[src/gb_backup_pkg.sv]
// backup ram sector transfer types
package gb_backup_pkg;

	localparam int sector_words   = 256;                  // 512 bytes per sector
	localparam int buff_addr_bits = $clog2(sector_words);
	localparam int lba_bits       = 8;                    // 256 sectors cover 128k

	// request towards the host, one-cycle strobes
	typedef struct packed {
		logic                rd;       // load: host sends sector data
		logic                wr;       // save: host fetches sector data
		logic [lba_bits-1:0] lba;
	} sector_req_t;

	// host access into the sector buffer window
	typedef struct packed {
		logic                      wr;
		logic                      rd;
		logic [buff_addr_bits-1:0] addr;
		logic [15:0]               data;
	} buff_word_t;

endpackage

[src/backup_sequencer.sv]
// backup save and load sequencer
`timescale 1ns/1ps

module backup_sequencer (
	input  logic                      clk_sys,
	input  logic                      reset,
	input  logic                      bk_load,
	input  logic                      bk_save,
	input  logic                      sector_done,
	input  logic                      last_sector_hit,
	input  logic [7:0]                lba,
	output logic                      step,
	output logic                      clear,
	output logic                      loading,
	output logic                      bk_busy,
	output gb_backup_pkg::sector_req_t sector_req
);

	typedef enum logic [1:0] {
		st_idle,
		st_request,     // request strobe cycle
		st_wait_done    // host moves the sector
	} bk_state_t;

	bk_state_t state;

	always_ff @(posedge clk_sys) begin
		if (reset) begin
			state   <= st_idle;
			loading <= 1'b0;
		end else begin
			case (state)
				st_idle: if (bk_load || bk_save) begin
					state   <= st_request;
					loading <= bk_load;   // load wins if both strobe together
				end
				st_request: state <= st_wait_done;
				st_wait_done: if (sector_done) begin
					if (last_sector_hit) begin
						state   <= st_idle;
						loading <= 1'b0;
					end else begin
						state <= st_request;
					end
				end
				default: state <= st_idle;
			endcase
		end
	end

	assign clear   = (state == st_idle) && (bk_load || bk_save);   // lba back to 0
	assign step    = (state == st_wait_done) && sector_done && !last_sector_hit;
	assign bk_busy = (state != st_idle);

	assign sector_req.rd  = (state == st_request) && loading;
	assign sector_req.wr  = (state == st_request) && !loading;
	assign sector_req.lba = lba;

	a_done_when_busy: assert property (@(posedge clk_sys) disable iff (reset)
		(state == st_idle) |-> !sector_done)
		else $error("sector_done with no backup running");

endmodule

[config.mk]
export PLATFORM = sky130hd
export DESIGN_NAME = backup_sequencer
export DESIGN_NICKNAME = d
export VERILOG_FILES = /design/src/gb_backup_pkg.sv /design/src/backup_sequencer.sv
export SDC_FILE = /design/constraint.sdc
export NUM_CORES = 1
export LEC_CHECK = 0
export BUFFER_PORTS_ARGS = -buffer_cell sky130_fd_sc_hd__buf_2
export CELL_PAD_IN_SITES_DETAIL_PLACEMENT = 1
export CELL_PAD_IN_SITES_GLOBAL_PLACEMENT = 1
export CORE_AREA = 2 2 39 41
export CTS_BUF_LIST = sky130_fd_sc_hd__clkbuf_4
export DETAILED_ROUTE_END_ITERATION = 10
export DIE_AREA = 0 0 41 43
export GPL_TIMING_DRIVEN = 0
export PLACE_DENSITY = 0.73
export SYNTH_ARGS = -nofsm -noshare
export SYNTH_HDL_FRONTEND = slang
export SYNTH_SLANG_ARGS = --single-unit
export TNS_END_PERCENT = 5
[constraint.sdc]
create_clock -name clk_sys -period 1.5 [get_ports clk_sys]
set_clock_uncertainty 0.2 [all_clocks]
set_input_delay 0.3 -clock clk_sys [delete_from_list [all_inputs] [get_ports clk_sys]]
set_output_delay 0.3 -clock clk_sys [all_outputs]
set_load 0.05 [all_outputs]
Word level (Yosys, flattened, before mapping)
Cells that the tools add are included.
{ "word_totals": {"ff_bits": 3, "in_bits": 14, "out_inout_bits": 14, "wordCells": 28} }
{ "op_classes": {"eq_ne": 5, "mux": 8, "n_reduce_logical": 13} }
{ "ops": {"columns": ["cell", "n"], "rows": [
  ["$pmux 2 s3", 1],
  ["$logic_and 1x1->1", 5],
  ["$mux 1", 4],
  ["$mux 2", 2],
  ["$ne 2x2->1 const B", 2],
  ["$reduce_and 4->1", 1],
  ["$reduce_bool 2->1", 2],
  ["$eq 2x1->1 const B", 1],
  ["$eq 2x2->1 const B", 1],
  ["$logic_not 1->1", 2],
  ["$logic_not 2->1", 1],
  ["$ne 2x1->1 const B", 1],
  ["$pmux 1 s2", 1],
  ["$reduce_and 2->1", 1],
  ["$logic_or 1x1->1", 1]
]} }

Depth between registers and ports, before layout
{ "depth": {"ltp_word": 3, "mapped_depth": 3, "ltp_nobuf": 3} }

Worst setup path after synthesis
OpenSTA, ideal clock, no wires.
{ "synth_path": {"path_kind": "flip-flop to output port", "startpoint": "reg state[1]", "endpoint": "out step", "arrival_time_ps": 1492, "t_required_ps": 1000, "path_slack_ps": -492, "stages_incl_launch_ff": 3, "path_buffers": 0, "path_cell_list": "dfxtp_1 -> nand2_1 -> nor3_1"} }
{ "synth_via": {"elab_chain_cells": 3} }
{ "synth_rtl": {"columns": ["element", "line", "source"], "rows": [
  ["start, declared", "backup_sequencer.sv:25", "bk_state_t state;"],
  ["start signal, assigned", "backup_sequencer.sv:29", "state <= st_idle;"],
  ["start signal, assigned", "backup_sequencer.sv:34", "state <= st_request;"],
  ["start signal, assigned", "backup_sequencer.sv:37", "st_request: state <= st_wait_done;"],
  ["$eq 2x2->1", "backup_sequencer.sv:52", "assign step = (state == st_wait_done) && sector_done && !last_sector_hit;"],
  ["$logic_and 1x1->1 (2 in series)", "backup_sequencer.sv:52", null],
  ["end, declared", "backup_sequencer.sv:12", "output logic step,"]
]} }
Every way passes these cells.

==> summary.txt <==
Status
  – Status: finished, violations left
  – Failing checks: setup timing

Pwr
  – Pwr Total: 484 uW
  – Seq pwr share: 20.3%
  – Clk pwr share: between 30% and 40%
  – Net Sw Frac: about two fifths
  – Internal: 291 uW
  – Logic pwr share: a little under half
  – Switch Pwr: 192 uW
  – Power Density: 1050 nW/um^2
  – Leak pwr: 0.000220 uW
  – Peak VDD IR: 0.346 mV

Placed design
  – Detail Placement HPWL: 496 um
  – Routability Congestion: 0.764
  – Placed Area: 360 um^2
  – Pre-CTS setup slack: -67.0 ps
  – Buffers on Ports: 19

Synth
  – Post-synth cell types: 15
  – Syn nets: 42
  – Sequential element share of the synthesized area: 27.0%
  – Syn Std Cell Area: 223 um^2
  – Yosys warns: 0
  – Mapped Avg Cell Area: 7.95 um^2
  – Synth Instances: 28
  – #FFs+latches synth: 3

Floorplan
  – # IOs: 28
  – Width of the die: 41 um
  – Core area: between 1000 and 1500 um^2
  – Std-Cell Rows: 14
  – Vert. Die Dim: between 40 and 50 um
  – Die Area: approximately 1800 um^2
  – Initial Util: 16.1%

Drt
  – Initial DRC count: 2
  – Routed Antenna Nets: 0
  – Wire length per cell: just under 9 um
  – # DRC: 0
  – Detailed Routing Iterations Pass 1: 3
  – Post-Route WL: 608 um
  – Via Count: 274
  – Via density: 3.97

Global routing
  – Largest net degree at the start of global routing: 7
  – Vias in the first global route: 269
  – First-pass GRT wire length: 993 um
  – GRT Total Usage: ~8.5%
  – Grt total ovfl: 0
  – Initial antenna violation count: 0

Worst setup path
  – R2R depth: 4
  – Arr. time, crit path: 1110 ps
  – Crit path kind: flip-flop to primary output
  – Startpoint Class: flip-flop
  – Crit path max fanout: 4
  – Data required, critical path: 1000 ps
  – Critical Path Sink Type: primary output

Final layout
  – Footprint of the multi-input gates: ~140 um^2
  – Number of diodes: 0
  – Fin nets: 68
  – Commonest cells after routing, fill and taps aside: buf_2 (14), buf_4 (10), clkbuf_4 (4), buf_6 (4), nor2_4 (3)
  – FILL cells: 183
  – Design area: 460 um^2
  – Area Overhead vs Synth: 107%
  – Register area: 65.1 um^2
  – Most common cell after layout, fill and taps aside: buf_2
  – Fraction of layout instances using a drive strength above 1: about 80%

STA
  – Final worst slack: -110 ps
  – Final setup violation count: 4
  – Max-slew headroom: about four fifths
  – Slew of the pin with the lowest slew margin: 291 ps
  – Worst hold slack: 60.4 ps
  – Fin. Hold Viols: 0
  – Min cycle time layout: 1610 ps
  – Max Slew Vio Count: 0
  – Final Cycle Share: 107%
  – Fmax: approximately 620 MHz
  – Unrepaired setup endpoints after global routing: yes
  – Setup TNS: -361 ps

Clock network
  – Hold_buf cts: 0
  – H-Tree Level Count: 1
  – Clk_lat worst skew: roughly 230 ps
  – CTS root buf: clkbuf_4
  – CTS Buf Count: 3
  – Max clock buf depth: 2
  – CTS tree: built
  – Reg clk slew, reported paths: 40 ps
  – Clock Sinks: 3

Min path
  – Hold WC Path Type: input pin to flip-flop
  – Hold Path Depth: 2

Job
  – Max Cap Viol: 0
power by group through the flow:
stage	combinational (uW)	clock, uW	sequential [uW]
after CTS	224	164	98.0
after global placement	188	0	98.8
after global routing	236	175	100
after floorplan	143	0	107
after detailed placement	190	0	99.1
final	226	160	98.4
critical path: stages (launching register included):
cell     delay (ps)
dfxtp_4         340
or2b_4          290
nor2_4           80
buf_6           160
routing by layer:
layer | track usage (%) | wire (um) | vias up
met4 | 6.00 | 8 | 0
met3 | 3.14 | 70 | 2
li1 | - | - | 137
met1 | 8.92 | 204 | 118
met2 | 13.1 | 325 | 17
met5 | 0 | 0 | -
layout make-up:
type | count | share of cell area (%)
Inverter | 1 | 0.815
Timing Repair Buffer | 21 | 31.5
Clock buffer | 4 | 6.52
Sequential cell | 3 | 14.1
Buffer | 8 | 13.0
Tap cell | 16 | 4.35
Multi-Input combinational cell | 16 | 29.6
cells by family after synthesis:
family                 share of synthesized area (%)
DFF                                             27.0
buffers and inverters                           28.7
and+or+nand+nor                                 34.8
AOI/OAI and AO/OA                               9.55
state kept, by name, indices dropped and copies added (netlist names):
name	flops
state	2
loading	1
final timing paths:
path                    to  slack (ps)      from
max          sector_req[9]        -110  state[0]
min               state[1]          60     reset
max reg2reg       state[1]          30  state[0]
min reg2reg       state[0]         230  state[0]
cell usage after synthesis, drive strengths merged:
cell	n	area share [%]
a21oi	1	2.2
buf	8	27
dfxtp	3	27
inv	1	1.7
nand2	1	1.7
nand3b	1	3.4
nor2	4	6.7
nor3	2	4.5
nor3b	1	3.4
o21a	1	3.4
o41ai	1	3.9
or2	1	3.9
or2b	1	3.4
or3b	2	7.9
repair_timing:
item	in CTS	in global routing
pin swaps	2	0
cloned	0	0
setup buffers	2	0
endpoints found under the setup margin	5	6
resized for setup	16	1
per-stage QoR:
step           util [%]  std cells
5_1_grt            33.3         69
3_5_place_dp       26.0         63
4_1_cts            33.0         69
3_3_place_gp       26.0         63
2_1_floorplan         -         28
6_report           33.3         69
Power figures use the tool's default switching activity.
