### config.mk
export PLATFORM = sky130hd
export DESIGN_NAME = mbc_bank_regs
export DESIGN_NICKNAME = d
export VERILOG_FILES = /design/src/gb_cart_pkg.sv /design/src/mbc_bank_regs.sv
export SDC_FILE = /design/constraint.sdc
export NUM_CORES = 1
export LEC_CHECK = 0
export ABC_AREA = 1
export BUFFER_PORTS_ARGS = -buffer_cell sky130_fd_sc_hd__buf_2
export CAP_MARGIN = 5
export CORE_UTILIZATION = 38
export DETAILED_ROUTE_END_ITERATION = 16
export GPL_TIMING_DRIVEN = 0
export PLACE_DENSITY = 0.92
export SETUP_SLACK_MARGIN = 0.02
export SKIP_LAST_GASP = 1
export SLEW_MARGIN = 20
export SYNTH_ARGS = -nofsm -noshare
export SYNTH_HDL_FRONTEND = slang
export SYNTH_SLANG_ARGS = --single-unit
export TNS_END_PERCENT = 10
### constraint.sdc
create_clock -name clk_sys -period 1.3 [get_ports clk_sys]
set_input_delay 0.195 -clock clk_sys [delete_from_list [all_inputs] [get_ports clk_sys]]
set_output_delay 0.195 -clock clk_sys [all_outputs]
set_load 0.01 [all_outputs]
### src/gb_cart_pkg.sv
// cartridge bus and controller types
package gb_cart_pkg;

	// ------------------------------------------------------------
	// controller kinds and bank geometry
	// ------------------------------------------------------------
	typedef enum logic [2:0] {
		mbc_none = 3'd0,    // 32k linear rom, no banking
		mbc1     = 3'd1,
		mbc2     = 3'd2,
		mbc3     = 3'd3,
		mbc5     = 3'd4
	} mbc_kind_t;

	localparam int rom_bank_bits  = 9;      // 512 banks max on mbc5
	localparam int ram_bank_bits  = 4;      // 16 x 8k of cart ram
	localparam int rom_bank_bytes = 16384;
	localparam int ram_bank_bytes = 8192;

	// ------------------------------------------------------------
	// bus structs
	// ------------------------------------------------------------
	typedef struct packed {
		logic        rd;
		logic        wr;
		logic [15:0] addr;
		logic [7:0]  data;
	} cpu_req_t;

	typedef struct packed {
		logic        rom_rd;
		logic [22:0] rom_addr;    // byte address into rom storage
		logic        ram_valid;
		logic [7:0]  ram_data;
	} cpu_rsp_t;

	typedef struct packed {
		logic        wr;
		logic [24:0] addr;
		logic [15:0] data;        // odd byte in the high half
	} dl_word_t;

	typedef struct packed {
		logic [rom_bank_bits-1:0] rom_bank;
		logic [ram_bank_bits-1:0] ram_bank;
		logic                     mbc1_mode;
		logic                     rtc_sel;
		logic                     ram_en;
	} bank_regs_t;

	typedef struct packed {
		mbc_kind_t                kind;
		logic [rom_bank_bits-1:0] rom_mask;
		logic [ram_bank_bits-1:0] ram_mask;
		logic [7:0]               last_sector;
	} cart_info_t;

	// data byte written to 4000-5fff, seen two ways
	typedef struct packed {
		logic [3:0] unused_hi;
		logic       rtc;          // 1 maps rtc at a000, 0 maps ram
		logic       unused_lo;
		logic [1:0] bank;
	} mbc3_bank_wr_t;

	typedef struct packed {
		logic [3:0] unused_hi;
		logic [3:0] bank;
	} mbc5_bank_wr_t;

	typedef union packed {
		mbc3_bank_wr_t mbc3_view; // also used by mbc1 and mbc2
		mbc5_bank_wr_t mbc5_view;
	} ram_bank_wr_u;

endpackage

### src/mbc_bank_regs.sv
// memory bank controller registers
`timescale 1ns/1ps

module mbc_bank_regs #(
	parameter int ram_banks = 16
) (
	input  logic                    clk_sys,
	input  logic                    reset,
	input  logic                    download,
	input  logic                    loading,
	input  gb_cart_pkg::cpu_req_t   cpu_req,
	input  gb_cart_pkg::cart_info_t cart_info,
	output gb_cart_pkg::bank_regs_t regs
);

	localparam logic [3:0] bank_limit = 4'(ram_banks - 1); // physical ram bank wrap

	gb_cart_pkg::ram_bank_wr_u bank_wr;
	logic                      is_mbc3;
	logic                      is_mbc5;

	assign bank_wr = cpu_req.data;
	assign is_mbc3 = (cart_info.kind == gb_cart_pkg::mbc3);
	assign is_mbc5 = (cart_info.kind == gb_cart_pkg::mbc5);

	always_ff @(posedge clk_sys) begin
		if (reset || download || loading) begin
			regs <= '{rom_bank: 9'd1, default: '0};
		end else if (cpu_req.wr) begin
			case (cpu_req.addr[15:13])
				3'b000: regs.ram_en <= (cpu_req.data[3:0] == 4'ha);   // 0000-1fff
				3'b001: begin                                         // 2000-3fff
					if (is_mbc5) begin
						if (cpu_req.addr[12]) regs.rom_bank[8] <= cpu_req.data[0];
						else                  regs.rom_bank[7:0] <= cpu_req.data;
					end else if (cpu_req.data[6:0] == 7'd0) begin
						regs.rom_bank <= 9'd1;    // bank 0 is not selectable here
					end else begin
						regs.rom_bank <= {2'b00, cpu_req.data[6:0]};
					end
				end
				3'b010: begin                                         // 4000-5fff
					regs.rtc_sel <= is_mbc3 && bank_wr.mbc3_view.rtc;
					if (is_mbc5)
						regs.ram_bank <= bank_wr.mbc5_view.bank & bank_limit;
					else if (!(is_mbc3 && bank_wr.mbc3_view.rtc))
						regs.ram_bank <= {2'b00, bank_wr.mbc3_view.bank} & bank_limit;
				end
				3'b011: begin                                         // 6000-7fff
					if (cart_info.kind == gb_cart_pkg::mbc1) regs.mbc1_mode <= cpu_req.data[0];
				end
				default: ;  // writes above 0x8000 are not ours
			endcase
		end
	end

	// holds across later header changes too, bank 0 only reachable on mbc5
	a_rom_bank_nonzero: assert property (@(posedge clk_sys) disable iff (reset)
		(cart_info.kind inside {gb_cart_pkg::mbc1, gb_cart_pkg::mbc2, gb_cart_pkg::mbc3})
		|-> (regs.rom_bank != 9'd0))
		else $error("rom bank 0 selected on mbc1-3");

endmodule

# Word level (Yosys, flattened, before mapping)

Cells that the tools add are included.

Output and inout bits: 16
Word-level logic and storage cells: 33
Input port bits: 54
Register bits: 16

Muxes and demuxes: 6
Reduce and logical (&&, ||, !) cells: 11
Equal/unequal tests: 10

Operators by type and width:

| kind                                                             | count |
|---|---|
| 3-bit AND reduction                                              | 4 |
| 3-bit by 2-bit == test with 1-bit output (second input constant) | 3 |
| 9-bit two-way mux                                                | 1 |
| 4-bit two-way mux                                                | 2 |
| 8-bit two-way mux                                                | 1 |
| 7-bit zero test                                                  | 1 |
| 7-bit two-way mux                                                | 1 |
| 3-bit by 1-bit == test with 1-bit output (second input constant) | 2 |
| 2-bit inequality test (second input constant)                    | 3 |
| 4-bit == test (second input constant)                            | 1 |
| 2-bit AND reduction                                              | 2 |
| 3-bit == test (second input constant)                            | 1 |
| 3-bit zero test                                                  | 1 |
| 1-bit logical OR                                                 | 2 |
| 1-bit logical AND                                                | 1 |
| 1-bit two-way mux                                                | 1 |

# Logic depth before layout (Yosys ltp)

Depth after elaboration: 4
Gate-level depth with buffers: 7
Depth with buffers taken out: 7

# Worst setup path after synthesis

Ideal clock, no wire load.

Kind: input to register
From: input cart_info[21] in the netlist's numbering
To: register regs[10] in the netlist's numbering
Library setup time: 0.116 ns
Buffers on the path: 0
Arrival: 0.763 ns
Stages: 6
Data required time: 1.184 ns
Path slack: 0.421 ns
Cell sequence: nor2_1 -> nand3_2 -> nand2_4 -> clkinv_4 -> nor2_1 -> nor2_1

Word-level cells in the longest chain between the ends: 3
Elaborated cells between the ends (all ways): 4
Those cells by class: 2 x eq/ne; 1 x mux; 1 x reduce/logical

Ends and longest elaborated chain:

| item                            | RTL line            | text |
|---|---|---|
| start, declared                 | mbc_bank_regs.sv:12 | `input gb_cart_pkg::cart_info_t cart_info,` |
| 3-bit == test *                 | mbc_bank_regs.sv:24 | `assign is_mbc5 = (cart_info.kind == gb_cart_pkg::mbc5);` |
| 2-bit inequality test (no line) | --                  |  |
| 3-bit AND reduction (no line)   | --                  |  |
| end, declared                   | mbc_bank_regs.sv:13 | `output gb_cart_pkg::bank_regs_t regs` |

Mark *: on every way between the ends. The rest lies on a longest branch, timed or not.
A chain may end at the register's enable or synchronous reset.

# Final worst setup path

From: register regs[7] in the netlist's numbering
To: output regs[7] in the netlist's numbering

No word-level cell between the ends.

==> impl_metrics.ini <==
[global_routing]
first_global_vias = 683
grt_pass1_wl_mm = 2.63
grt_usage = 0.172
grt_antenna_before_repair = 0
grt_overflow = 0
grt_max_degree = 11

[synth]
ys_warn_count = 0
muxShareOfSynthArea = 0
synth.distinct_cells = 16
synth_seq_cells = 16
synthCells = 114
synth-xor-area-share = 0
avgSynthCellArea_um2 = 6.63
yosys.area_share.simple = 0.406
synthesis.area_um2 = 756
synth-compound-area-share = 0.0927
yosysSeqAreaShare = 0.424
synth_top_family_by_area = simple AND/OR/NAND/NOR gates
syn_nets = 168
synthAdderAreaFrac = 0

[sta]
worst_pin_slew_ps = 246
period_share = 0.739
worst_hold_slack_ps = 171
rsz0062_at_grt = false
max_slew_margin = 0.836
setup_viol = 0
max_freq_ghz = 1.04
drv_slew = 0
setup-tns-final_ps = 0
fin_skew_ps = 0
hold_violations = 0
post-route-min-period_ps = 961

[setup_path]
critPathArrivalTime_ps = 770
r2r_cells = 4
worstReg2RegEnd = regs[0]$_SDFFE_PP0P_
path_class = reg -> out
worstPathCellList = buf_2
cp_max_fo = 2
critPathTopFamily = flip-flops
critPathBufInv = 1
cpPeakStageDelay_ps = 350
crit_slowest_cell = dfxtp_1
start_kind = register
required_ps = 1110
critPathCaptureType = primary output
reg2reg_setup_slack_ps = 670
path_depth = 1
r2r-start = regs[0]$_SDFFE_PP0P_

[floorplan]
rows = 15
fp.coreArea_um2 = 1800
ios = 70
initial_core_util = 0.419
dieArea_um2 = 2170
die_x_um = 46.6
die_y_um = 46.6

[finish]
regMostFlops = regs
antenna_cells = 0
layout-drive-gt1-share = 0.307
synthToLayoutAreaGrowth_pct = 32.1
top_regs = regs x16
largest_reg_flops = 16
fin_nets = 208

[clocking]
cts.sinks = 16
hold_buffers = 0
cts_resized = 0
numCtsBuffers = 3
cts_tree = built
insertion_delay_ps = 280
clkTransAtPathRegs_ps = 90
clk_path_buf_depth = 2
cts-root-buf = clkbuf_4
post_cts.repair.setup_buffers = 0
cts_max_level = 1

[hold_path]
min-delay-start = cpu_req[7]
holdPathStages = 3
holdPathEnd = regs[14]$_SDFFE_PP0P_
hp-class = in -> reg

[detailed_routing]
drtIter0Drc = 10
wl_mm = 1.64
vias_per_cell = 4.62
dr.pass1.iters = 4
vias = 822
ant_nets = 0
wl_per_cell_um = 9.21
drc_errors = 0

[placement]
io_buffers = 35
gp_congestion = 0.863
hpwl_mm = 1.34

[run_status]
outcome = finished, final reports clean

[power]
ir_drop_mv = 0.521
power_density_nw_per_um2 = 924
leakagePower_nw = 0.482

[flow_run]
maxCapViolCount = 0
-- area by class of cell --
| cell class | instances | area (um^2) |
|---|---|---|
| Tap cell | 25 | 31.3 |
| Timing Repair Buffer | 35 | 175 |
| Clock buffer | 4 | 36.3 |
| Buffer | 1 | 5.00 |
| Inverter | 13 | 53.8 |
| Multi-Input combinational cell | 84 | 377 |
| Fill cell | 192 | 803 |
| Sequential cell | 16 | 320 |
-- where the power goes --
group / internal (mW) / switching [mW] / leakage (nW) / total [mW]
clock: 0.170 / 0.152 / 0.0210 / 0.322
combinational: 0.0427 / 0.0641 / 0.332 / 0.107
sequential: 0.492 / 0.00119 / 0.129 / 0.494
-- stage by stage --
| step | area (um^2) | setup WS, ps | power [mW] | util | instances |
|---|---|---|---|---|---|
| 4_1_cts | 998 | 340 | 0.930 | 0.554 | 178 |
| 3_5_place_dp | 962 | 182 | 0.612 | 0.534 | 174 |
| 6_report | 998 | 339 | 0.923 | 0.554 | 178 |
| 2_1_floorplan | 756 | 421 | 0.560 | - | 114 |
| 5_1_grt | 998 | 297 | 0.969 | 0.554 | 178 |
| 3_3_place_gp | 962 | 208 | 0.608 | 0.534 | 174 |
-- cells in the mapped netlist --
master    number  area share
nand2_1       25        0.12
nor3_1         1      0.0066
nand2_4        1       0.015
nor2_2         1      0.0083
buf_2          1      0.0066
clkinv_4       1       0.012
or2_1          1      0.0083
nand3_1        7       0.046
inv_1         11       0.055
nor2_1        31        0.15
dfxtp_1       16        0.42
a21oi_1        6       0.040
nor2_4         2       0.030
nand3_2        1       0.013
inv_2          1      0.0050
o21ai_0        8       0.053
-- how the worst max path moves through the flow --
stage / start / to / slack [ps]
2_1_floorplan: cart_info[21] / regs[10]$_SDFFE_PP0P_ / 420
3_3_place_gp: cart_info[21] / regs[10]$_SDFFE_PP0P_ / 210
3_5_place_dp: cart_info[21] / regs[9]$_SDFFE_PP0P_ / 180
4_1_cts: regs[7]$_SDFFE_PP1P_ / regs[7] / 340
5_1_grt: regs[3]$_SDFFE_PP0P_ / regs[3] / 300
6_report: regs[7]$_SDFFE_PP1P_ / regs[7] / 340
-- per-layer routing --
| metal | vias up | GRT usage | share of wire |
|---|---|---|---|
| met3 | 4 | 0.0235 | 0.062 |
| met1 | 357 | 0.211 | 0.46 |
| met5 | - | 0 | 0 |
| met4 | 0 | 0.0882 | 0.014 |
| li1 | 432 | - | - |
| met2 | 29 | 0.286 | 0.46 |
-- cell families (layout without fill, tap and decap cells) --
kind of cell | count (synthesis) | count (layout)
AOI/OAI and AO/OA | 14 | 14
DFF | 16 | 16
buffers and inverters | 14 | 53
and+or+nand+nor | 70 | 70
-- placed cells by master, fill, tap and decap left out --
cell / instances
buf_2: 36
clkbuf_8: 1
inv_2: 1
clkinv_4: 1
or2_1: 1
inv_1: 11
nand3_2: 1
dfxtp_1: 16
nor2_1: 31
o21ai_0: 8
nand2_1: 25
nand2_4: 1
nor3_1: 1
clkbuf_4: 3
nor2_2: 1
nor2_4: 2
nand3_1: 7
a21oi_1: 6
Note: power is estimated with default switching activity, not from simulation.
