[config.mk]
export PLATFORM = sky130hd
export DESIGN_NAME = cart_header_capture
export DESIGN_NICKNAME = d
export VERILOG_FILES = /design/src/gb_cart_pkg.sv /design/src/cart_header_capture.sv
export SDC_FILE = /design/constraint.sdc
export NUM_CORES = 1
export LEC_CHECK = 0
export BUFFER_PORTS_ARGS = -buffer_cell sky130_fd_sc_hd__buf_4
export CAP_MARGIN = 30
export CORE_UTILIZATION = 35
export CTS_CLUSTER_DIAMETER = 120
export CTS_CLUSTER_SIZE = 30
export DETAILED_ROUTE_END_ITERATION = 12
export GPL_ROUTABILITY_DRIVEN = 0
export GPL_TIMING_DRIVEN = 1
export MAX_ROUTING_LAYER = met4
export PLACE_DENSITY = 0.68
export SETUP_SLACK_MARGIN = 0.4
export SYNTH_ARGS = -nofsm -noshare
export SYNTH_HDL_FRONTEND = slang
export SYNTH_SLANG_ARGS = --single-unit
[constraint.sdc]
create_clock -name clk_sys -period 3.21 [get_ports clk_sys]
set_input_delay 0.1605 -clock clk_sys [delete_from_list [all_inputs] [get_ports clk_sys]]
set_output_delay 0.1605 -clock clk_sys [all_outputs]
set_load 0.01 [all_outputs]
[src/gb_cart_pkg.sv]
// cartridge bus and controller types
package gb_cart_pkg;

	// ------------------------------------------------------------
	// controller kinds and bank geometry
	// ------------------------------------------------------------
	typedef enum logic [2:0] {
		mbc_none = 3'd0,    // 32k linear rom, no banking
		mbc1     = 3'd1,
		mbc2     = 3'd2,
		mbc3     = 3'd3,
		mbc5     = 3'd4
	} mbc_kind_t;

	localparam int rom_bank_bits  = 9;      // 512 banks max on mbc5
	localparam int ram_bank_bits  = 4;      // 16 x 8k of cart ram
	localparam int rom_bank_bytes = 16384;
	localparam int ram_bank_bytes = 8192;

	// ------------------------------------------------------------
	// bus structs
	// ------------------------------------------------------------
	typedef struct packed {
		logic        rd;
		logic        wr;
		logic [15:0] addr;
		logic [7:0]  data;
	} cpu_req_t;

	typedef struct packed {
		logic        rom_rd;
		logic [22:0] rom_addr;    // byte address into rom storage
		logic        ram_valid;
		logic [7:0]  ram_data;
	} cpu_rsp_t;

	typedef struct packed {
		logic        wr;
		logic [24:0] addr;
		logic [15:0] data;        // odd byte in the high half
	} dl_word_t;

	typedef struct packed {
		logic [rom_bank_bits-1:0] rom_bank;
		logic [ram_bank_bits-1:0] ram_bank;
		logic                     mbc1_mode;
		logic                     rtc_sel;
		logic                     ram_en;
	} bank_regs_t;

	typedef struct packed {
		mbc_kind_t                kind;
		logic [rom_bank_bits-1:0] rom_mask;
		logic [ram_bank_bits-1:0] ram_mask;
		logic [7:0]               last_sector;
	} cart_info_t;

	// data byte written to 4000-5fff, seen two ways
	typedef struct packed {
		logic [3:0] unused_hi;
		logic       rtc;          // 1 maps rtc at a000, 0 maps ram
		logic       unused_lo;
		logic [1:0] bank;
	} mbc3_bank_wr_t;

	typedef struct packed {
		logic [3:0] unused_hi;
		logic [3:0] bank;
	} mbc5_bank_wr_t;

	typedef union packed {
		mbc3_bank_wr_t mbc3_view; // also used by mbc1 and mbc2
		mbc5_bank_wr_t mbc5_view;
	} ram_bank_wr_u;

endpackage

[src/cart_header_capture.sv]
// cartridge header capture
`timescale 1ns/1ps

module cart_header_capture (
	input  logic                   clk_sys,
	input  logic                   reset,
	input  logic                   download,
	input  gb_cart_pkg::dl_word_t  dl_word,
	output gb_cart_pkg::cart_info_t cart_info
);

	logic [7:0] type_byte;  // 0x147
	logic [7:0] rom_size;   // 0x148
	logic [7:0] ram_size;   // 0x149

	always_ff @(posedge clk_sys) begin
		if (reset) begin
			type_byte <= 8'd0;
			rom_size  <= 8'd0;
			ram_size  <= 8'd0;
		end else if (download && dl_word.wr) begin
			case (dl_word.addr)
				25'h146: type_byte <= dl_word.data[15:8];     // odd byte of the word
				25'h148: {ram_size, rom_size} <= dl_word.data;
				default: ;
			endcase
		end
	end

	// ------------------------------------------------------------
	// header decode
	// ------------------------------------------------------------
	always_comb begin
		if (type_byte inside {[8'd1:8'd3]})        cart_info.kind = gb_cart_pkg::mbc1;
		else if (type_byte inside {[8'd5:8'd6]})   cart_info.kind = gb_cart_pkg::mbc2;
		else if (type_byte inside {[8'd15:8'd19]}) cart_info.kind = gb_cart_pkg::mbc3;
		else if (type_byte inside {[8'd25:8'd30]}) cart_info.kind = gb_cart_pkg::mbc5;
		else                                       cart_info.kind = gb_cart_pkg::mbc_none;

		// 2^(n+1) banks, odd sizes fall back to 128
		if (rom_size <= 8'd8) cart_info.rom_mask = 9'((10'd2 << rom_size[3:0]) - 10'd1);
		else                  cart_info.rom_mask = 9'd127;

		if (ram_size <= 8'd2)       cart_info.ram_mask = 4'd0;  // single bank or less
		else if (ram_size == 8'd3)  cart_info.ram_mask = 4'd3;
		else                        cart_info.ram_mask = 4'd15;

		// sectors of 512 bytes minus one
		if (cart_info.kind == gb_cart_pkg::mbc2) cart_info.last_sector = 8'd1;
		else if (ram_size == 8'd1)               cart_info.last_sector = 8'd3;
		else if (ram_size == 8'd2)               cart_info.last_sector = 8'd15;
		else if (ram_size == 8'd3)               cart_info.last_sector = 8'd63;
		else                                     cart_info.last_sector = 8'd255;
	end

	a_dl_in_download: assert property (@(posedge clk_sys) disable iff (reset)
		dl_word.wr |-> download)
		else $error("download word strobe outside download");

endmodule

### Word level (Yosys, flattened, before mapping)

Index checks and enable logic that the tools add are counted.

| operators by class | value |
|---|---|
| reductions and logical operators | 7 |
| $lt $le $gt $ge | 10 |
| shifts and indexed selects | 1 |
| multiplexer cells | 11 |
| equality and inequality tests | 6 |
| add/subtract/negate cells | 1 |

Operators with widths:

| operator | count |
|---|---|
| $eq 25x9->1 const B | 2 |
| $mux 8 | 4 |
| $eq 8x2->1 const B | 2 |
| $le 8x2->1 const B | 2 |
| $le 8x5->1 const B | 2 |
| $mux 3 | 4 |
| $mux 9 | 1 |
| $shl 2x4->9 const A | 1 |
| $sub 9x1->9 const B | 1 |
| $eq 8x1->1 const B | 1 |
| $ge 8x1->1 const B | 1 |
| $ge 8x3->1 const B | 1 |
| $ge 8x4->1 const B | 1 |
| $ge 8x5->1 const B | 1 |
| $le 8x3->1 const B | 1 |
| $le 8x4->1 const B | 1 |
| $mux 4 | 2 |
| $logic_and 1x1->1 | 5 |
| $reduce_and 2->1 | 2 |
| $eq 3x2->1 const B | 1 |

| storage, ports and cells | value |
|---|---|
| input bits | 45 |
| flip-flop bits (word level) | 24 |
| output and inout port bits | 24 |
| word-level logic and storage cells | 39 |

### Logic depth before layout (Yosys ltp)

| logic depth | value |
|---|---|
| depth after elaboration | 8 |
| gate-level depth with buffers | 7 |

### Worst setup path before layout

No wires, ideal clock.

| timing | value |
|---|---|
| kind | reg2out |
| start point | register rom_size[2] |
| end point | output cart_info[19] in the netlist's numbering |
| data arrival time | 1872 ps |
| buffers on the path | 0 |
| required time | 3049 ps |
| cell stages (with the launch flop) | 7 |
| path slack | 1177 ps |
| cell sequence | dfxtp_1 or4b_2 ha_1 xor2_1 nor2_1 o21ai_0 a21boi_0 |

RTL lines:

| what | line | RTL |
|---|---|---|
| start, declared | cart_header_capture.sv:13 | `logic [7:0] rom_size;` |
| start signal, assigned | cart_header_capture.sv:24 | `25'h148: {ram_size, rom_size} <= dl_word.data;` |
| end, declared | cart_header_capture.sv:9 | `output gb_cart_pkg::cart_info_t cart_info` |

==> impl_metrics.py <==
metrics = {
    "clock_tree": {
        "h-tree-depth": 1,
        "worstSkewPairLatency_ns": 0.26,
        "hold_buffers": 0,
        "path_clk_slew_ns": 0.08,
        "clkSinkCount": 24,
        "numCtsBuffers": 3,
        "ctsRootBufferMaster": "clkbuf_8",
        "cts_buffer_depth": 2,
        "cts_setup_buffers": 0,
        "cts_tree": "built",
        "ctsResizeCount": 0,
    },
    "timing": {
        "setup_viol": 0,
        "slew_violations": 0,
        "rsz0062_at_grt": "false",
        "max-slew-margin-rel_pct": 43.6,
        "hold_viol": 0,
        "fmax_ghz": 0.412,
        "clock-skew-final_ns": 0,
        "fin_crit_sh_pct": 75.6,
        "fin_crit_ns": 2.43,
        "fin_tns_setup_ns": 0,
        "holdWs_ns": 0.159,
        "tightest_slew_ns": 0.843,
    },
    "final_layout": {
        "most-common-layout-cells": "buf_4, o21ai_0, a21oi_1, nand4_1, dfxtp_1",
        "multi_input_area_um2": 853,
        "final_core_util_pct": 48.4,
        "num_antenna_cells": 0,
        "fin_cells": 288,
        "areaGrowthSynthToFinish_pct": 31.7,
        "drive_gt1_share_pct": 34.0,
        "finalNetCount": 285,
        "nFillCells": 417,
        "final_common_cell": "buf_4",
        "regArea_um2": 480,
    },
    "floorplanning": {
        "die_h_um": 67.3,
        "coreArea_mm2": 0.00406,
        "die-area_mm2": 0.00452,
        "start_util_pct": 36.7,
        "num_rows": 23,
        "pin_count": 69,
        "die_w_um": 67.3,
    },
    "critical_path": {
        "end_kind": "output pin",
        "crit_path_top_delay_cell": "or4b_2",
        "cpPeakStageDelay_ns": 0.68,
        "r2r_start": "type_byte[3]$_SDFFE_PP0P_",
        "critPathRequiredTime_ns": 3.05,
        "critPathArrivalTime_ns": 2.27,
        "worstPathMaxFanout": 8,
        "crit_type": "register to output pin",
        "cp-startpoint": "rom_size[2]$_SDFFE_PP0P_",
        "path_cells": "or4b_2 -> ha_1 -> and3b_1 -> o21ai_0 -> o31ai_1 -> nand2_1 -> buf_4",
        "start_kind": "register",
    },
    "logic_synthesis": {
        "synthCells": 189,
        "yosysWarnings": 0,
        "yosys_register_bits": 24,
        "synth_cell_types": 39,
        "netlist_area_mm2": 0.00149,
        "avgSynthCellArea_um2": 7.88,
        "ys_seq_area_share_pct": 32.2,
    },
    "global_routing": {
        "grt_max_degree": 25,
        "grtUsageMet1_pct": 22.5,
        "grt.overflow.total": 0,
        "top_usage_layer": "met2",
        "grt_pass1_vias": 1399,
        "grt_pass1_wl_um": 6040,
        "track_usage_pct": 17.6,
        "grt_util_met2_pct": 28.9,
        "antenna_found_initial": 0,
        "grt_util_met3_pct": 1.69,
    },
    "route": {
        "drc": 0,
        "initialDrtViolationCount": 101,
        "routedWlPerCell_um": 13.1,
        "avgViaCountPerCell": 5.49,
        "drt_wl_total_um": 3760,
        "final_antenna_net_count": 0,
        "drt-pass1-iter-count": 4,
        "vias": 1580,
    },
    "power_and_ir_drop": {
        "p_leak_nw": 0.790,
        "power_mw": 0.561,
        "ir_drop_v": 0.000149,
        "p_per_area_mw_per_mm2": 286,
    },
    "min_path": {
        "min-delay-start": "dl_word[3]",
        "hold_class": "input pin to register",
    },
    "job": {
        "cap_violations": 0,
    },
    "placed_design": {
        "hpwl_um": 2750,
        "port-buffer-count": 66,
        "dp_cells": 284,
    },
    "run_status": {
        "status": "finished clean",
    },
}
sequential cells by signal, indices dropped and copies added (netlist names):
register,flops
rom_size,8
ram_size,8
type_byte,8
path summary, 6_finish.rpt:
path	end	slack, ns	depth (start not counted)
min reg2reg	ram_size[4]$_SDFFE_PP0P_	0.48	2
min	rom_size[3]$_SDFFE_PP0P_	0.16	3
max reg2reg	type_byte[3]$_SDFFE_PP0P_	2.40	2
max	cart_info[15]	0.78	7
per-stage QoR:
step,cell area [um^2],setup slack (ns)
finish,1960,0.783
detailed placement,1910,1.10
global placement,1910,1.14
floorplan,1490,1.18
global route,1960,0.658
CTS,1960,0.797
final cells by class:
class	count	area share, %
multi-input combinational	140	43.5
timing repair buffer	66	25.3
sequential	24	24.5
tap	50	3.19
clock buffer	4	2.81
inverter	4	0.765
metal layers:
metal,vias to the layer above,wire [um]
li1,797,-
met5,-,0
met4,0,38
met1,716,1720
met3,4,207
met2,63,1800
cell usage after synthesis:
cell type | instances | area, um^2
nor4b_2 | 2 | 30.0
nor4_1 | 2 | 12.5
buf_6 | 3 | 33.8
nor2_1 | 6 | 22.5
or3_1 | 1 | 6.26
nand2_1 | 11 | 41.3
and4bb_2 | 1 | 12.5
or4_1 | 1 | 7.51
nor4_2 | 4 | 50.1
clkbuf_1 | 7 | 26.3
nand4_1 | 25 | 156
a2bb2oi_1 | 1 | 8.76
dfxtp_1 | 24 | 480
nor3_2 | 1 | 10.0
xnor2_1 | 2 | 17.5
nor3_1 | 2 | 10.0
nor3b_1 | 2 | 15.0
or4b_2 | 1 | 10.0
buf_4 | 10 | 75.1
and4_1 | 1 | 8.76
and3_1 | 2 | 12.5
buf_2 | 2 | 10.0
and2_1 | 2 | 12.5
inv_1 | 4 | 15.0
nand3_1 | 2 | 10.0
a21boi_0 | 1 | 7.51
and3b_1 | 2 | 17.5
nor3b_4 | 1 | 18.8
nand2b_1 | 2 | 12.5
o21ai_0 | 28 | 140
o31ai_1 | 1 | 7.51
o21ai_1 | 1 | 5.00
xor2_1 | 1 | 8.76
or2_2 | 1 | 6.26
a31oi_1 | 2 | 12.5
a21oi_1 | 27 | 135
conb_1 | 1 | 3.75
o211ai_1 | 1 | 7.51
ha_1 | 1 | 12.5
logic make-up after synthesis:
| family | after synthesis | share of synthesized area, % |
|---|---|---|
| XOR/XNOR | 3 | 1.76 |
| buffers and inverters | 26 | 10.7 |
| adder cells (fa/ha/maj) | 1 | 0.839 |
| flip-flops | 24 | 32.2 |
| AND/OR/NAND/NOR | 72 | 32.4 |
| AO/OA/AOI/OAI | 62 | 21.7 |
| other | 1 | 0.252 |
where the power goes:
group / total [mW] / leakage [nW] / internal, mW / switching (mW)
clock: 0.203 / 0.0288 / 0.109 / 0.0936
combinational: 0.0610 / 0.568 / 0.0380 / 0.0229
sequential: 0.297 / 0.193 / 0.297 / 0.00000000311
critical path: cells and delay by family (launching register included):
family / cells / cell delay (ns)
and+or+nand+nor: 3 / 0.97
DFF: 1 / 0.37
adders and majority gates: 1 / 0.29
buffers and inverters: 1 / 0.12
AOI/OAI and AO/OA: 2 / 0.24
Note: power is estimated with default switching activity, not from simulation.
