--- config.mk ---
export PLATFORM = sky130hd
export DESIGN_NAME = cart_addr_map
export DESIGN_NICKNAME = d
export VERILOG_FILES = /design/src/gb_cart_pkg.sv /design/src/cart_addr_map.sv
export SDC_FILE = /design/constraint.sdc
export NUM_CORES = 1
export LEC_CHECK = 0
export ABC_AREA = 1
export BUFFER_PORTS_ARGS = -buffer_cell sky130_fd_sc_hd__buf_4
export CAP_MARGIN = 20
export CORE_MARGIN = 2
export CORE_UTILIZATION = 33
export DETAILED_ROUTE_END_ITERATION = 6
export GPL_ROUTABILITY_DRIVEN = 0
export GPL_TIMING_DRIVEN = 0
export PLACE_DENSITY = 0.94
export SYNTH_ARGS = -nofsm -noshare
export SYNTH_HDL_FRONTEND = slang
export SYNTH_SLANG_ARGS = --single-unit
--- constraint.sdc ---
create_clock -name clk_sys -period 1.2 [get_ports clk_sys]
set_input_delay 0.24 -clock clk_sys [delete_from_list [all_inputs] [get_ports clk_sys]]
set_output_delay 0.24 -clock clk_sys [all_outputs]
set_load 0.005 [all_outputs]
--- src/gb_cart_pkg.sv ---
// cartridge bus and controller types
package gb_cart_pkg;

	// ------------------------------------------------------------
	// controller kinds and bank geometry
	// ------------------------------------------------------------
	typedef enum logic [2:0] {
		mbc_none = 3'd0,    // 32k linear rom, no banking
		mbc1     = 3'd1,
		mbc2     = 3'd2,
		mbc3     = 3'd3,
		mbc5     = 3'd4
	} mbc_kind_t;

	localparam int rom_bank_bits  = 9;      // 512 banks max on mbc5
	localparam int ram_bank_bits  = 4;      // 16 x 8k of cart ram
	localparam int rom_bank_bytes = 16384;
	localparam int ram_bank_bytes = 8192;

	// ------------------------------------------------------------
	// bus structs
	// ------------------------------------------------------------
	typedef struct packed {
		logic        rd;
		logic        wr;
		logic [15:0] addr;
		logic [7:0]  data;
	} cpu_req_t;

	typedef struct packed {
		logic        rom_rd;
		logic [22:0] rom_addr;    // byte address into rom storage
		logic        ram_valid;
		logic [7:0]  ram_data;
	} cpu_rsp_t;

	typedef struct packed {
		logic        wr;
		logic [24:0] addr;
		logic [15:0] data;        // odd byte in the high half
	} dl_word_t;

	typedef struct packed {
		logic [rom_bank_bits-1:0] rom_bank;
		logic [ram_bank_bits-1:0] ram_bank;
		logic                     mbc1_mode;
		logic                     rtc_sel;
		logic                     ram_en;
	} bank_regs_t;

	typedef struct packed {
		mbc_kind_t                kind;
		logic [rom_bank_bits-1:0] rom_mask;
		logic [ram_bank_bits-1:0] ram_mask;
		logic [7:0]               last_sector;
	} cart_info_t;

	// data byte written to 4000-5fff, seen two ways
	typedef struct packed {
		logic [3:0] unused_hi;
		logic       rtc;          // 1 maps rtc at a000, 0 maps ram
		logic       unused_lo;
		logic [1:0] bank;
	} mbc3_bank_wr_t;

	typedef struct packed {
		logic [3:0] unused_hi;
		logic [3:0] bank;
	} mbc5_bank_wr_t;

	typedef union packed {
		mbc3_bank_wr_t mbc3_view; // also used by mbc1 and mbc2
		mbc5_bank_wr_t mbc5_view;
	} ram_bank_wr_u;

endpackage

--- src/cart_addr_map.sv ---
// cartridge address mapping and read response
`timescale 1ns/1ps

module cart_addr_map (
	input  logic                    clk_sys,
	input  logic                    reset,
	input  gb_cart_pkg::cpu_req_t   cpu_req,
	input  gb_cart_pkg::bank_regs_t regs,
	input  gb_cart_pkg::cart_info_t cart_info,
	input  logic [7:0]              ram_q,
	output logic [16:0]             ram_addr,
	output logic                    ram_wr,
	output gb_cart_pkg::cpu_rsp_t   cpu_rsp
);

	logic [8:0]  rom_bank_eff;
	logic [3:0]  ram_bank_eff;
	logic [22:0] rom_addr_next;
	logic        is_rom, is_ram, rtc_mode;
	logic        rom_rd_q, ram_valid_q;
	logic [22:0] rom_addr_q;
	logic        off_q, rtc_q, mbc2_q;   // read data shaping for the pending read

	assign is_rom   = (cpu_req.addr[15] == 1'b0);         // 0000-7fff
	assign is_ram   = (cpu_req.addr[15:13] == 3'b101);    // a000-bfff
	assign rtc_mode = (cart_info.kind == gb_cart_pkg::mbc3) && regs.rtc_sel;

	always_comb begin
		case (cart_info.kind)
			// in mode 0 the ram bank lines drive rom bits 6:5
			gb_cart_pkg::mbc1: rom_bank_eff = regs.mbc1_mode ? {4'd0, regs.rom_bank[4:0]}
				: {2'b00, regs.ram_bank[1:0], regs.rom_bank[4:0]};
			gb_cart_pkg::mbc5: rom_bank_eff = regs.rom_bank;
			default:           rom_bank_eff = {2'b00, regs.rom_bank[6:0]};
		endcase
		if (((cart_info.kind == gb_cart_pkg::mbc1) && !regs.mbc1_mode)
			|| (cart_info.kind inside {gb_cart_pkg::mbc2, gb_cart_pkg::mbc_none}))
			ram_bank_eff = 4'd0;      // unbanked ram
		else
			ram_bank_eff = regs.ram_bank & cart_info.ram_mask;

		if (cart_info.kind == gb_cart_pkg::mbc_none)
			rom_addr_next = {8'd0, cpu_req.addr[14:0]};
		else if (!cpu_req.addr[14])
			rom_addr_next = {9'd0, cpu_req.addr[13:0]};   // fixed bank 0
		else
			rom_addr_next = 23'(rom_bank_eff & cart_info.rom_mask)
				* 23'(gb_cart_pkg::rom_bank_bytes) + 23'(cpu_req.addr[13:0]);
	end

	assign ram_addr = 17'(ram_bank_eff) * 17'(gb_cart_pkg::ram_bank_bytes)
		+ 17'(cpu_req.addr[12:0]);
	assign ram_wr   = cpu_req.wr && is_ram && regs.ram_en && !rtc_mode;

	// ------------------------------------------------------------
	// response, one cycle after the read strobe
	// ------------------------------------------------------------
	always_ff @(posedge clk_sys) begin
		if (reset) begin
			rom_rd_q    <= 1'b0;
			ram_valid_q <= 1'b0;
		end else begin
			rom_rd_q    <= cpu_req.rd && is_rom;
			ram_valid_q <= cpu_req.rd && is_ram;
		end
		rom_addr_q <= rom_addr_next;
		off_q      <= !regs.ram_en;
		rtc_q      <= rtc_mode;
		mbc2_q     <= (cart_info.kind == gb_cart_pkg::mbc2);  // 4-bit wide ram
	end

	assign cpu_rsp.rom_rd    = rom_rd_q;
	assign cpu_rsp.rom_addr  = rom_addr_q;
	assign cpu_rsp.ram_valid = ram_valid_q;
	assign cpu_rsp.ram_data  = off_q ? 8'hff : rtc_q ? 8'h00 : mbc2_q ? {4'hf, ram_q[3:0]} : ram_q;

endmodule

* Word level (Yosys, flattened, before mapping)
Index checks and enable logic that the tools add are counted.
Word-level totals: bits of input ports 76, bits in writable memories 0, ROM bits 0, output and inout port bits 51, word-level logic and storage cells 40, register bits 28, bits in latches 0, memories kept 0
Operators by class: mux-type cells 8, reductions and logical operators 14, equality and inequality tests 5, bitwise operators 4, multipliers 0, order comparisons 0, divide/modulo/power cells 0, shift-type cells 0, add/sub/neg operators 2
Operators by type and width (count):
- 15-bit 2-to-1 mux | 2
- 8-bit 2-to-1 mux | 3
- 23-bit by 14-bit adder with 23-bit output | 1
- 9-bit one-hot mux with 2 select lines | 1
- 17-bit by 13-bit adder with 17-bit output | 1
- 9-bit bitwise AND | 1
- 1-bit logical AND | 7
- 7-bit 2-to-1 mux | 1
- 3-bit by 2-bit == test with 1-bit output, second input constant | 2
- 3-bit == test, second input constant | 2
- 4-bit bitwise AND | 1
- 4-bit 2-to-1 mux | 1
- 3-bit by 1-bit == test with 1-bit output, second input constant | 1
- 1-bit logical NOT | 3
- 3-bit logical NOT | 1
- 1-bit NOT | 2
- 2-bit nonzero test | 1
- 2-bit OR reduction | 1
- 1-bit logical OR | 1

* Logic depth before layout (Yosys ltp)
Gate-level depths: netlist (run 1).
depth in word-level cells 6, gate-level depth with buffers 4, gate-level depth less buffers 4

* Least setup slack after synthesis (run 1)
Ideal clock, no wire load.
path type input-to-output, from in cart_info[23] (netlist bit), to out ram_addr[13], required time 0.960 ns, path buffers 0, data arrival time 0.675 ns, stages on the path 4, setup slack 0.285 ns, cells stage by stage inv_2 nand3_1 o21ai_2 nor2_1
On the way: longest elaborated chain between the ends 5, elaborated cells between the ends (all ways) 8, classes of those cells 1 x add/sub; 2 x eq/ne; 1 x mux; 4 x reduce/logical
RTL lines:
- from (decl) | line cart_addr_map.sv:9 | input gb_cart_pkg::cart_info_t cart_info,
- 3-bit by 2-bit == test with 1-bit output (tied with other cells) | line cart_addr_map.sv:37 | || (cart_info.kind inside {gb_cart_pkg::mbc2, gb_cart_pkg::mbc_none}))
- 2-bit nonzero test / 1-bit logical AND (equally long branches) | line cart_addr_map.sv:37, cart_addr_map.sv:36
- 1-bit logical OR * | line cart_addr_map.sv:37
- 4-bit 2-to-1 mux * | line cart_addr_map.sv:36 | if (((cart_info.kind == gb_cart_pkg::mbc1) && !regs.mbc1_mode)
- 17-bit by 13-bit adder with 17-bit output * | line cart_addr_map.sv:52 | + 17'(cpu_req.addr[12:0]);
- to (decl) | line cart_addr_map.sv:11 | output logic [16:0] ram_addr,
Mark *: on every way between the ends. The rest lies on a longest branch, timed or not.

==> results of run 1 <==
## worst max-delay path, stage by stage, from the launching register on
cell     delay (ps)
dfxtp_2         370
o21ai_2         120
nand2_1          80
buf_4           140
## power by group through the flow
stage               sequential, mW  combinational [mW]  clock [mW]
finish                       0.987               0.470       0.598
detailed placement            1.00               0.417           0
CTS                          0.985               0.431       0.613
global route                 0.991               0.508       0.658
global placement              1.00               0.407           0
floorplan                     1.01               0.111           0
## area by class of cell
cell class              instances  area share, %
repair buffers                123           45.6
plain buffers                  15           5.39
flip-flops and latches         28           27.0
inverters                      11           2.57
well taps                      31           1.86
clock inverters                 1           1.44
multi-input cells              63           15.1
clock buffers                   3           1.08
## sequential cells by signal, indices dropped and copies added, names as in the netlist
name	cells
mbc2_q	1
rom_rd_q	1
rtc_q	1
off_q	1
rom_addr_q	23
ram_valid_q	1
## repair_timing
item | 4_1_cts | 5_1_grt
resized for setup | 16 | 6
hold buffers | 0 | 12
pin swaps | 3 | 4
endpoints found under the hold margin | 0 | 12
setup buffers | 0 | 1
endpoints found under the setup margin | 12 | 12
## cell families after synthesis
family,Yosys count,synth area share [%]
and+or+nand+nor,55,23.6
DFF,28,56.2
buffers and inverters,26,15.4
AOI/OAI and AO/OA,8,4.77
## worst max path at each step
stage,endpoint,slack [ps],depth (start not counted)
2_1_floorplan,ram_addr[13],280,4
3_3_place_gp,ram_addr[15],-50,6
3_5_place_dp,ram_addr[16],-70,6
4_1_cts,cpu_rsp[6],-80,3
5_1_grt,cpu_rsp[5],-140,3
6_report,cpu_rsp[6],-70,3
## Yosys cell counts
cell	count
a21oi_1	2
a21oi_2	1
buf_4	15
dfxtp_1	28
inv_1	10
inv_2	1
nand2_1	27
nand2_2	1
nand2_4	1
nand3_1	7
nand4_1	1
nor2_1	13
nor2_2	1
nor3_1	4
o21ai_0	4
o21ai_2	1
## layer usage
layer / vias up / global-route usage [%] / share of wire (%)
li1: 604 / - / -
met1: 540 / 14.8 / 29
met2: 51 / 35.1 / 61
met3: 4 / 5.02 / 8.6
met4: 0 / 3.57 / 1.1
met5: - / 0 / 0
## metrics by stage
step,hold WS (ps),cells
finish,27.7,275
global route,2.80,275
CTS,4.10,262
detailed placement,355,258
global placement,353,258
floorplan,268,117
==> results.toml, run 1 <==
[outcome]
outcome = "finished, violations left"
violations = "design-rule violations, negative setup slack"

[grt]
grtUsageTotal_pct = 16.6
antenna_found_initial = 0
grt_start_max_net_pins = 17
grt_overflow = 0
grt_pass1_vias = 1066
grt_pass1_wl_microns = 4460

[clock_tree]
cts_num_sinks = 28
ctsHtreeMaxLevel = 1
cts_buffers = 3
cts.path.max_buffers = 2
path_clk_slew_ps = 150
root_buffer = "clkbuf_4"
cts_tree = "done"

[routing]
viasPerCell = 4.36
wl_per_cell_microns = 12.2
wl_microns = 3350
drtPass1Iterations = 6
drc_errors = 8
drtAntennaViolNets = 0
first_iter_violations = 34
vias = 1199

[synth]
syn_area_sq_um = 997
yosysTopAreaCellShare_pct = 56.2
synth_seq_cells = 28
syn_area_per_cell_sq_um = 8.52
yosysWarningCount = 0
synth_cell_type_count = 16
synth_cells = 117
syn_nets = 193
yosys.area.top_type = "dfxtp_1"
netlist_top_cells_area = "dfxtp_1, buf_4, nand2_1, nor2_1, inv_1"
synth_seq_area_share_pct = 56.2

[sta]
min_period_over_period_pct = 106
rsz0062_at_grt = "yes"
fin_setup_tns_ps = -344
finalHoldViolCount = 0
post-route-worst-setup-slack_ps = -67.9
worstMarginPinSlew_ps = 196
finalCriticalPeriod_ps = 1270
slew_viol_final = 0
setup_violations = 8
relSlewSlack_pct = 86.8
fmax_mhz = 789

[cells_and_area]
utilization_pct = 74.5
mostFrequentLayoutCell = "buf_4"
area_growth_pct = 110
final_cell_mix = "buf_4, nand2_1, dfxtp_1"
num-fill-cells = 212
drive_above_1_share_pct = 60.2
multiInputGateArea_sq_um = 315
final_nets = 321
regArea_sq_um = 564
antennaDiodeCount = 0
post-route-cell-area_sq_mm = 0.00209

[floorplan]
initial_core_util_pct = 35.5
rows = 19
dieArea_sq_mm = 0.00348
ioPinCount = 127
core-area_sq_mm = 0.00281
die_h_microns = 59.0
die_w_microns = 59.0

[power]
clkPwrFrac_pct = 29.1
netSwitchingFraction_pct = 21.2
power_density_mw_per_mm2 = 983
p_seq_share_pct = 48.0
p_total_mw = 2.05
net-switching-power_uw = 436
power_leakage_nw = 1.11
p_int_mw = 1.62
ir_drop_v = 0.000836
power_frac_comb_pct = 22.9

[placed_design]
dpl-instance-area_sq_mm = 0.00186
place_ws_ps = -74.1
dpl.hpwl_microns = 2540
placement.io_buffers = 110

[flow_run]
cap_violations = 0

[min_path]
min_to = "rom_addr_q[7]"
min_from = "cpu_req[15]"
hold_class = "in2reg"
holdPathStages = 1

[setup_path]
crit_required_ps = 960
cp.arrival_ps = 1030
crit_path_max_fanout = 4
criticalPathCategory = "reg2out"
critPathLaunch = "mbc2_q"
end_kind = "primary output"
startpoint_type = "register"
No activity file was read; power rests on OpenSTA's default activity.
==> run 2: changes to the inputs <==
RECOVER_POWER = 100   (was unset)
==> run 2 against run 1 <==
- the run still ends with design-rule violations, negative setup slack left
- setup slack worse by 0.51 ps
- first-iteration DRC count grew 12%
- die area stayed put
- largest cell class unchanged
- largest power group unchanged
- highest routed layer unchanged
==> results.toml, run 2 (synthesis gave the netlist of run 1 again) <==
[outcome]
outcome = "finished, violations left"
violations = "design-rule violations, negative setup slack"

[cells_and_area]
final_nets = 321
mostFrequentLayoutCell = "buf_4"
top_register = "rom_addr_q"
final_cell_mix = "buf_4, clkbuf_4, nand2_1"
largest_register_ffs = 23
antennaDiodeCount = 0
drive_above_1_share_pct = 56.6
area_growth_pct = 106

[sta]
setup_violations = 8
post-route-worst-setup-slack_ps = -68.4
finalHoldViolCount = 0
min_period_over_period_pct = 106
worstMarginPinSlew_ps = 229
fmax_mhz = 788
rsz0062_at_grt = "yes"
finalCriticalPeriod_ps = 1270
relSlewSlack_pct = 84.8
holdWs_ps = 50.7
slew_viol_final = 0
fin_setup_tns_ps = -345

[setup_path]
startpoint_type = "register"
crit_path_max_fanout = 4
end_kind = "primary output"
crit_required_ps = 960
cp-endpoint = "cpu_rsp[6]"
cp.arrival_ps = 1030
criticalPathCategory = "reg2out"
critPathLaunch = "mbc2_q"

[floorplan]
rows = 19
dieArea_sq_mm = 0.00348
core-area_sq_mm = 0.00281
initial_core_util_pct = 35.5
die_w_microns = 59.0
die_h_microns = 59.0
ioPinCount = 127

[clock_tree]
cts_tree = "done"
path_clk_slew_ps = 150
cts_buffers = 3
ctsHtreeMaxLevel = 1
cts_num_sinks = 28
cts.path.max_buffers = 2
root_buffer = "clkbuf_4"

[grt]
grt_overflow = 0
grtUsageTotal_pct = 16.6
antenna_found_initial = 0
grt_pass1_wl_microns = 4460
grt_pass1_vias = 1066
grt_start_max_net_pins = 17

[routing]
drtPass1Iterations = 6
wl_microns = 3300
drtAntennaViolNets = 0
drc_errors = 8
viasPerCell = 4.35
first_iter_violations = 38
vias = 1197
wl_per_cell_microns = 12.0

[placed_design]
placement.io_buffers = 110
dpl.hpwl_microns = 2540
place_ws_ps = -74.1

[power]
power_density_mw_per_mm2 = 989
power_leakage_nw = 1.07
ir_drop_v = 0.000834

[min_path]
hold_class = "in2reg"

[flow_run]
cap_violations = 0
run 2: layout make-up:
cell class,count,area (sq um)
buffer,15,113
clock buffer,3,22.5
clock inverter,1,30.0
fill,224,749
inverter,11,53.8
multi-input combinational,63,303
sequential,28,564
tap,31,38.8
timing repair buffer,123,931
run 2: worst max-delay path: stages (launching register included):
cell	delay [ps]
dfxtp_2	370
o21ai_2	120
nand2_1	80
buf_4	140
run 2: worst min path at each step:
stage                start        endpoint  slack (ps)  depth (start not counted)
6_report       cpu_req[15]   rom_addr_q[7]          50                          1
5_1_grt        cpu_req[15]   rom_addr_q[7]          30                          1
4_1_cts        cpu_req[14]   rom_addr_q[6]           4                          1
3_5_place_dp   cpu_req[11]   rom_addr_q[3]         350                          1
3_3_place_gp   cpu_req[19]  rom_addr_q[11]         350                          1
2_1_floorplan   cpu_req[8]   rom_addr_q[0]         270                          0
run 2: timing repair:
item	CTS	global route
pin swaps	3	4
setup endpoints to repair	12	12
buffers inserted	0	1
hold buffers	0	12
resized for setup	16	6
hold endpoints to repair	0	12
run 2: layer usage:
layer,vias up,GRT usage [%],share of wire [%]
li1,605,-,-
met1,535,14.8,29
met2,53,35.1,61
met3,4,5.02,9.0
met4,0,3.57,1.2
met5,-,0,0
run 2: through the flow:
| step | cells | power (mW) | cell area [sq um] | utilization, % |
|---|---|---|---|---|
| 2_1_floorplan | 117 | 1.12 | 997 | - |
| 3_3_place_gp | 258 | 1.41 | 1860 | 66.4 |
| 3_5_place_dp | 258 | 1.42 | 1860 | 66.4 |
| 4_1_cts | 262 | 2.03 | 1950 | 69.4 |
| 5_1_grt | 275 | 2.14 | 2060 | 73.3 |
| 6_report | 275 | 2.03 | 2060 | 73.3 |
run 2: report_power, final:
group	total [mW]	internal (mW)	switching, mW
Sequential	0.986	0.972	0.0135
Combinational	0.449	0.292	0.157
Clock	0.598	0.338	0.261
Total	2.03	1.60	0.431
